===== src/common/pkt_gen_params.svh =====
/* packet generator widths */

`ifndef PKT_GEN_PARAMS_SVH
`define PKT_GEN_PARAMS_SVH

// bytes carried by one stream beat
`define PKT_DATA_BYTES 4

// largest packet the request side can present
`define PKT_MTU_BYTES 64

`define PKT_USER_WIDTH 8

// must hold the value PKT_MTU_BYTES
`define PKT_LEN_WIDTH 7

`define PKT_MAX_BEATS (`PKT_MTU_BYTES / `PKT_DATA_BYTES)

// must hold PKT_MAX_BEATS - 1
`define PKT_BEAT_WIDTH 4

`endif


===== src/common/axis_types_pkg.sv =====
/* stream side types */

`default_nettype none

`include "pkt_gen_params.svh"

package axis_types_pkg;

    // one beat as seen on the AXI-Stream output
    typedef struct packed {
        logic [`PKT_DATA_BYTES*8-1:0] tdata;
        logic [`PKT_DATA_BYTES-1:0]   tkeep;
        logic                         tlast;
        logic [`PKT_USER_WIDTH-1:0]   tuser;
    } axis_beat_t;

endpackage

`default_nettype wire


===== src/common/pkt_ctrl_pkg.sv =====
/* generator control types */

`default_nettype none

`include "pkt_gen_params.svh"

package pkt_ctrl_pkg;

    typedef enum logic [1:0] {
        IDLE,
        SEND,
        // all beats handed to the output stage, waiting for the tlast handshake
        LAST_WAIT
    } gen_state_e;

    // request fields kept for the whole packet
    typedef struct packed {
        logic [`PKT_LEN_WIDTH-1:0]  length;
        logic [`PKT_USER_WIDTH-1:0] user;
    } pkt_req_t;

endpackage

`default_nettype wire


===== src/source/pkt_gen_fsm.sv =====
/* packet generator control */

`default_nettype none

`include "pkt_gen_params.svh"

module pkt_gen_fsm (
    input  wire logic                      axis_packet_out,
    input  wire logic                      rst_n,
    input  wire logic                      send_packet_req,
    input  wire logic [`PKT_LEN_WIDTH-1:0] packet_byte_length,
    input  wire logic                      beat_taken,
    input  wire logic                      last_beat,
    input  wire logic                      tlast_done,
    output logic                           busy,
    output logic                           load,
    output logic                           offer
);

    import pkt_ctrl_pkg::*;

    gen_state_e state;
    gen_state_e state_next;

    always_comb begin
        state_next = state;
        load       = 1'b0;
        offer      = 1'b0;
        case (state)
            IDLE: begin
                // zero-length requests are dropped here
                if (send_packet_req && packet_byte_length != '0) begin
                    load       = 1'b1;
                    state_next = SEND;
                end
            end
            SEND: begin
                offer = 1'b1;
                if (beat_taken && last_beat) begin
                    state_next = LAST_WAIT;
                end
            end
            LAST_WAIT: begin
                if (tlast_done) begin
                    state_next = IDLE;
                end
            end
            default: begin
                state_next = IDLE;
            end
        endcase
    end

    always_ff @(posedge axis_packet_out or negedge rst_n) begin
        if (!rst_n) begin
            state <= IDLE;
        end else begin
            state <= state_next;
        end
    end

    assign busy = (state != IDLE);

endmodule

`default_nettype wire


===== src/source/beat_counter.sv =====
/* beat counter */

`default_nettype none

`include "pkt_gen_params.svh"

module beat_counter (
    input  wire logic                       axis_packet_out,
    input  wire logic                       rst_n,
    input  wire logic                       clear,
    input  wire logic                       advance,
    input  wire logic [`PKT_LEN_WIDTH-1:0]  length,
    output logic      [`PKT_BEAT_WIDTH-1:0] beat_index,
    output logic                            last_beat
);

    logic [`PKT_LEN_WIDTH-1:0]  len_m1;
    logic [`PKT_BEAT_WIDTH-1:0] last_index;

    // index of the final beat is (length - 1) / bytes per beat, i.e. the
    // length rounded up to whole beats minus one
    assign len_m1     = length - `PKT_LEN_WIDTH'(1);
    assign last_index = `PKT_BEAT_WIDTH'(len_m1 / `PKT_DATA_BYTES);
    assign last_beat  = (beat_index == last_index);

    always_ff @(posedge axis_packet_out or negedge rst_n) begin
        if (!rst_n) begin
            beat_index <= '0;
        end else if (clear) begin
            beat_index <= '0;
        end else if (advance && !last_beat) begin
            beat_index <= beat_index + `PKT_BEAT_WIDTH'(1);
        end
    end

endmodule

`default_nettype wire


===== src/framer/beat_slicer.sv =====
/* packet beat slicer */

`default_nettype none

`include "pkt_gen_params.svh"

module beat_slicer (
    input  wire logic                         axis_packet_out,
    input  wire logic                         rst_n,
    input  wire logic                         load,
    input  wire logic [`PKT_MTU_BYTES*8-1:0]  packet_data,
    input  pkt_ctrl_pkg::pkt_req_t            req,
    input  wire logic [`PKT_BEAT_WIDTH-1:0]   beat_index,
    input  wire logic                         last_beat,
    output axis_types_pkg::axis_beat_t        beat,
    output logic      [`PKT_LEN_WIDTH-1:0]    length
);

    import pkt_ctrl_pkg::*;

    logic [`PKT_MTU_BYTES*8-1:0] data_q;
    pkt_req_t                    req_q;
    logic [`PKT_LEN_WIDTH-1:0]   rem;

    always_ff @(posedge axis_packet_out) begin
        if (load) begin
            data_q <= packet_data;
        end
    end

    always_ff @(posedge axis_packet_out or negedge rst_n) begin
        if (!rst_n) begin
            req_q <= '0;
        end else if (load) begin
            req_q <= req;
        end
    end

    assign length = req_q.length;
    assign rem    = `PKT_LEN_WIDTH'(req_q.length % `PKT_DATA_BYTES);

    always_comb begin
        beat.tdata = data_q[beat_index * (`PKT_DATA_BYTES * 8) +: `PKT_DATA_BYTES * 8];
        beat.tuser = req_q.user;
        beat.tlast = last_beat;
        beat.tkeep = '1;
        // a short final beat keeps only its low remainder bytes
        if (last_beat && rem != '0) begin
            for (int b = 0; b < `PKT_DATA_BYTES; b++) begin
                beat.tkeep[b] = (b < int'(rem));
            end
        end
    end

endmodule

`default_nettype wire


===== src/framer/axis_out_stage.sv =====
/* stream output register */

`default_nettype none

module axis_out_stage (
    input  wire logic                  axis_packet_out,
    input  wire logic                  rst_n,
    input  wire logic                  offer,
    input  axis_types_pkg::axis_beat_t beat_in,
    input  wire logic                  tready,
    output axis_types_pkg::axis_beat_t out_beat,
    output logic                       tvalid,
    output logic                       beat_taken,
    output logic                       tlast_done
);

    import axis_types_pkg::*;

    axis_beat_t beat_q;
    logic       handshake;

    assign handshake = tvalid && tready;

    // the register takes a new beat when empty or when its beat leaves this cycle
    assign beat_taken = offer && (!tvalid || tready);
    assign tlast_done = handshake && beat_q.tlast;

    always_ff @(posedge axis_packet_out) begin
        if (beat_taken) begin
            beat_q <= beat_in;
        end
    end

    always_ff @(posedge axis_packet_out or negedge rst_n) begin
        if (!rst_n) begin
            tvalid <= 1'b0;
        end else if (beat_taken) begin
            tvalid <= 1'b1;
        end else if (handshake) begin
            tvalid <= 1'b0;
        end
    end

    assign out_beat = beat_q;

endmodule

`default_nettype wire


===== src/source/axis_pkt_gen.sv =====
/* AXI-Stream packet generator */

`default_nettype none

`include "pkt_gen_params.svh"

module axis_pkt_gen (
    input  wire logic                         axis_packet_out,
    input  wire logic                         rst_n,
    input  wire logic                         send_packet_req,
    input  wire logic [`PKT_LEN_WIDTH-1:0]    packet_byte_length,
    input  wire logic [`PKT_USER_WIDTH-1:0]   packet_user,
    input  wire logic [`PKT_MTU_BYTES*8-1:0]  packet_data,
    output logic                              busy,
    input  wire logic                         tready,
    output axis_types_pkg::axis_beat_t        out_beat,
    output logic                              tvalid
);

    import axis_types_pkg::*;
    import pkt_ctrl_pkg::*;

    pkt_req_t                   req;
    axis_beat_t                 slice_beat;
    logic                       load;
    logic                       offer;
    logic                       beat_taken;
    logic                       last_beat;
    logic                       tlast_done;
    logic [`PKT_BEAT_WIDTH-1:0] beat_index;
    logic [`PKT_LEN_WIDTH-1:0]  stored_length;

    assign req.length = packet_byte_length;
    assign req.user   = packet_user;

    pkt_gen_fsm fsm0 (
        .axis_packet_out    (axis_packet_out),
        .rst_n              (rst_n),
        .send_packet_req    (send_packet_req),
        .packet_byte_length (packet_byte_length),
        .beat_taken         (beat_taken),
        .last_beat          (last_beat),
        .tlast_done         (tlast_done),
        .busy               (busy),
        .load               (load),
        .offer              (offer)
    );

    // the counter steps each time the output stage takes a beat
    beat_counter counter0 (
        .axis_packet_out (axis_packet_out),
        .rst_n           (rst_n),
        .clear           (load),
        .advance         (beat_taken),
        .length          (stored_length),
        .beat_index      (beat_index),
        .last_beat       (last_beat)
    );

    beat_slicer slicer0 (
        .axis_packet_out (axis_packet_out),
        .rst_n           (rst_n),
        .load            (load),
        .packet_data     (packet_data),
        .req             (req),
        .beat_index      (beat_index),
        .last_beat       (last_beat),
        .beat            (slice_beat),
        .length          (stored_length)
    );

    axis_out_stage out_stage0 (
        .axis_packet_out (axis_packet_out),
        .rst_n           (rst_n),
        .offer           (offer),
        .beat_in         (slice_beat),
        .tready          (tready),
        .out_beat        (out_beat),
        .tvalid          (tvalid),
        .beat_taken      (beat_taken),
        .tlast_done      (tlast_done)
    );

endmodule

`default_nettype wire


===== config.mk =====
export PLATFORM = sky130hd
export DESIGN_NAME = axis_pkt_gen
export DESIGN_NICKNAME = d
export VERILOG_FILES = /design/src/common/axis_types_pkg.sv /design/src/common/pkt_ctrl_pkg.sv /design/src/source/pkt_gen_fsm.sv /design/src/source/beat_counter.sv /design/src/framer/beat_slicer.sv /design/src/framer/axis_out_stage.sv /design/src/source/axis_pkt_gen.sv
export VERILOG_INCLUDE_DIRS = /design/src /design/src/common
export SDC_FILE = /design/constraint.sdc
export NUM_CORES = 1
export LEC_CHECK = 0
export BUFFER_PORTS_ARGS = -buffer_cell sky130_fd_sc_hd__buf_4
export CAP_MARGIN = 40
export CORE_UTILIZATION = 45
export CTS_BUF_LIST = sky130_fd_sc_hd__clkbuf_2
export CTS_CLUSTER_SIZE = 25
export DETAILED_ROUTE_END_ITERATION = 12
export PLACE_DENSITY_LB_ADDON = 0.08
export SYNTH_ARGS = -nofsm -noshare
export SYNTH_HDL_FRONTEND = slang
export SYNTH_SLANG_ARGS = --single-unit

===== constraint.sdc =====
create_clock -name axis_packet_out -period 15.75 [get_ports axis_packet_out]
set_clock_uncertainty 0.2 [all_clocks]
set_input_delay 0.7875 -clock axis_packet_out [delete_from_list [all_inputs] [get_ports axis_packet_out]]
set_output_delay 0.7875 -clock axis_packet_out [all_outputs]
set_load 0.01 [all_outputs]

==> results of run 1 <==
==> cell families after synthesis <==
| kind of cell | count (synthesis) |
|---|---|
| AO/OA/AOI/OAI | 172 |
| XOR/XNOR | 4 |
| adder cells (fa/ha/maj) | 1 |
| buffers and inverters | 65 |
| flip-flops | 578 |
| multiplexers | 202 |
| other | 1 |
| AND/OR/NAND/NOR | 96 |
==> per-stage QoR <==
stage | hold WS, ps | util (%) | instances
detailed placement | 235 | 56.7 | 2273
global placement | 227 | 56.1 | 2262
floorplan | 225 | - | 1119
==> cells in the mapped netlist, types with 2 or more instances <==
cell type,count
nand2_1,63
nand2b_1,5
mux2i_1,100
o21ai_1,8
nor3_2,3
dfrtp_1,21
nand3_1,4
inv_1,3
a21oi_1,34
mux4_2,64
mux2_2,38
xor2_1,4
a22oi_1,32
and2_1,2
buf_4,7
o21ai_0,58
nor4_1,4
edfxtp_1,557
buf_2,22
or4b_1,2
buf_1,5
clkbuf_1,26
a221oi_1,32
nor2b_1,3
nor2_1,4
nor3_1,3
==> out/metrics.yaml, run 1 <==
clock_tree:
  ctsResizeCount: 0
  cts_setup_buffers: 0
  htree_levels: 4
  cts_max_path_buffers: 3
  hold_buffers: 508
  numCtsBuffers: 153
  cts_root_buf: "clkbuf_2"
  clock-sinks: 578
synth:
  ys_async_sr_fraction_pct: 3.63
  ys_top_cells_by_area: "edfxtp_1, mux4_2, mux2i_1, dfrtp_1, mux2_2"
  synth_fp_nets: 1651
  synthMuxAreaShare_pct: 13.0
  synthCells: 1119
  yosysWarnings: 0
  synth_xor_area_share_pct: 0.159
  synth_top_family_by_area: "multiplexers"
  netlist_area_um2: 22000
  syn_area_per_cell_um2: 19.7
  post-synth-top-area-cell: "edfxtp_1"
  synth_top_area_share_pct: 75.9
  synthAdderAreaFrac_pct: 0.0568
  ys_seq_area_share_pct: 78.3
  synth_compound_area_share_pct: 4.99
  synth_edf_count: 557
  synthSimpleGateAreaFrac_pct: 2.03
  synth_seq_cells: 578
  synthFlopType: "edfxtp_1"
  synthDistinctLibCells: 41
placed_design:
  dpl_worst_slack_ps: 11690
  post_dp_cell_area_um2: 27200
  port_buffers: 577
  gp_congestion: 0.789
  dp_hpwl_mm: 42.4
outcome:
  failed_stage: "clock tree synthesis"
  status: "aborted with a tool error"
  tool.error: "[ERROR RSZ-0060] Max buffer count reached."
floorplanning:
  io_pins: 578
  die_h_um: 223
  rows: 80
  start_util_pct: 45.8
  die_w_um: 223
==> inputs of run 2 (changes only) <==
- CORE_UTILIZATION: 45 -> 30
- CTS_BUF_LIST: sky130_fd_sc_hd__clkbuf_2 -> unset
- CTS_CLUSTER_SIZE: 25 -> unset
- PLACE_DENSITY_LB_ADDON: 0.08 -> 0.15
==> out/metrics.yaml, run 2 <==
outcome:
  status: "completed"
critical_path:
  slowest_delay_ps: 880
  crit_type: "reg2reg"
  critPathRequiredTime_ps: 15750
  crit_chain: "nor2_1 -> nand3_1 -> inv_8 -> buf_12 -> buf_4"
  critPathMaxFanout: 180
  end_kind: "flip-flop"
  path_delay_family: "buffers and inverters"
  path_buf_inv: 3
  worst_path_max_delay_cell: "buf_4"
  start_kind: "flip-flop"
  arrival_ps: 4290
synth:
  yosysMostFrequentCell: "edfxtp_1"
  synth_top_family_by_area: "multiplexers"
  synth_compound_area_share_pct: 4.99
  synthSimpleGateAreaFrac_pct: 2.03
  synth_top_area_share_pct: 75.9
  synthFlopType: "edfxtp_1"
  syn_area_per_cell_um2: 19.7
  yosysWarnings: 0
  synthMuxAreaShare_pct: 13.0
  synthDistinctLibCells: 41
  netlist_area_um2: 22000
  ys_seq_area_share_pct: 78.3
  ys_async_sr_fraction_pct: 3.63
  synthAdderAreaFrac_pct: 0.0568
  post-synth-top-area-cell: "edfxtp_1"
  synthCells: 1119
  synth_fp_nets: 1651
  ys_top_cells_by_area: "edfxtp_1, mux4_2, mux2i_1, dfrtp_1, mux2_2"
  synth_edf_count: 557
  synth_xor_area_share_pct: 0.159
  synth_seq_cells: 578
  synthTopCellsByCount: "edfxtp_1, mux2i_1, mux4_2"
drt:
  vias: 12800
  drcViolationCount: 0
  drt-total-wl_mm: 63.4
  first_pass_iters: 5
  postRouteAntennaNets: 0
  vias_per_cell: 4.66
  wl_per_cell_um: 23.1
  drt_iter0_drc: 662
pwr:
  p_leak_nw: 11.0
  worst_ir_drop_vdd_mv: 0.0937
  p_seq_share_pct: 44.0
  comb_power_share_pct: 27.2
  power_switching_share_pct: 30.2
  internal_power_w: 0.00363
  p_clk_share_pct: 28.8
  finalPower_w: 0.00520
  power.switching_w: 0.00157
  powerDensity_nw_per_um2: 175
floorplanning:
  rows: 98
  core_area_um2: 72100
  die_w_um: 273
  die_h_um: 273
  start_util_pct: 30.5
  die_area_um2: 74500
  io_pins: 578
timing:
  slew_viol_final: 0
  fmax_mhz: 233
  finalSetupViolations: 0
  period_minus_slack_ps: 4290
  post-route-period-util_pct: 27.3
  hold_viol_final: 0
  relSlewSlack_pct: 16.6
  final.setup.tns_ps: 0
  rsz0062_at_grt: "false"
  tightest_slew_ps: 1250
global_route:
  grt_pass1_wl_mm: 90.3
  grt_max_degree: 181
  antenna_found_initial: 22
  grt_overflow_total: 0
  grt_pass1_vias: 13700
  groute.usage.overall_pct: 16.7
clock_tree:
  cts_max_path_buffers: 3
  clk_latency_ps: 590
  cts_root_buf: "clkbuf_16"
  cts_tree: "built"
  clk_pin_slew_ps: 60
  numCtsBuffers: 67
  ctsResizeCount: 0
  htree_levels: 3
  clock-sinks: 578
run:
  cap_violations: 0
final_layout:
  syn2layout_area_growth_pct: 34.7
  largest_register_ffs: 512
  layout_commonest_cell: "buf_4"
  regMostFlops: "slicer0.data_q"
  mostFrequentLayoutCells: "buf_4, edfxtp_1, mux2i_1, clkbuf_16, mux4_2"
  nFillCells: 6600
  finalNetCount: 2258
  drive_above_1_share_pct: 45.0
worst_hold_path:
  hp-class: "in2reg"
placed_design:
  gp_congestion: 0.775
  dp_hpwl_mm: 44.0
  port_buffers: 577
==> run 2: final cells by class <==
| cell class | instances | area (um2) | share of cell area, % |
|---|---|---|---|
| antenna | 12 | 30.0 | 0.101 |
| clock buffer | 86 | 1770 | 5.96 |
| clock inverter | 32 | 328 | 1.10 |
| inverter | 4 | 22.5 | 0.0759 |
| multi-input combinational | 476 | 4480 | 15.1 |
| sequential | 578 | 17300 | 58.2 |
| tap | 950 | 1190 | 4.01 |
| timing repair buffer | 599 | 4590 | 15.5 |
==> run 2: per-layer routing <==
metal	vias to the layer above	wire length [um]	track usage (%)
li1	5807	-	-
met1	6371	24500	19.8
met2	446	31700	28.0
met3	126	5270	5.64
met4	18	1730	6.22
met5	-	108	0
==> run 2: through the flow <==
stage                     util, %  setup slack, ps  area [um2]  hold WS (ps)  std cells
final                        41.2            11460       29700           155       2737
after global routing         41.1            11200       29700           113       2735
after CTS                    41.1            11550       29600           107       2725
after detailed placement     38.2            11170       27500           234       2606
after global placement       38.0            10700       27400           232       2600
after floorplan                 -              867       22000           225       1119
==> run 2: power by group through the flow <==
stage,logic (W),registers (W),clock network (W)
after detailed placement,0.00145,0.00233,0
final,0.00141,0.00229,0.00150
after floorplan,0.000915,0.00247,0
after global placement,0.00137,0.00235,0
after CTS,0.00145,0.00230,0.00154
after global routing,0.00154,0.00233,0.00159
==> run 2: cells by family after synthesis <==
| group | Yosys count |
|---|---|
| DFF | 578 |
| muxes | 202 |
| AOI/OAI and AO/OA | 172 |
| and+or+nand+nor | 96 |
| buffers and inverters | 65 |
| xor gates and xnor gates | 4 |
| adders and majority gates | 1 |
| other | 1 |
==> run 2: what timing repair did <==
action                                 CTS  global route
endpoints found under the hold margin   21             0
setup buffers                            0             0
setup endpoints to repair                0             0
hold buffers                             1             0
==> run 2: final timing paths <==
kind | start | to | slack [ps] | depth (start not counted)
setup / recovery | fsm0.state[1] | slicer0.data_q[263] | 11460 | 5
hold / removal | packet_data[151] | slicer0.data_q[151] | 160 | 1
setup reg to reg | fsm0.state[1] | slicer0.data_q[263] | 11460 | 5
hold reg to reg | slicer0.beat[7] | out_stage0.out_beat[7] | 250 | 0
max in group asynchronous | rst_n | counter0.beat_index[0] | 14650 | 2
min in group asynchronous | rst_n | fsm0.state[0] | 440 | 2
==> run 2: worst register-to-register path: stages (launching register included) <==
cell and delay (ps):
dfrtp_1 400, nor2_1 160, nand3_1 370, inv_8 740
buf_12 670, buf_4 1320
Power figures use the tool's default switching activity.
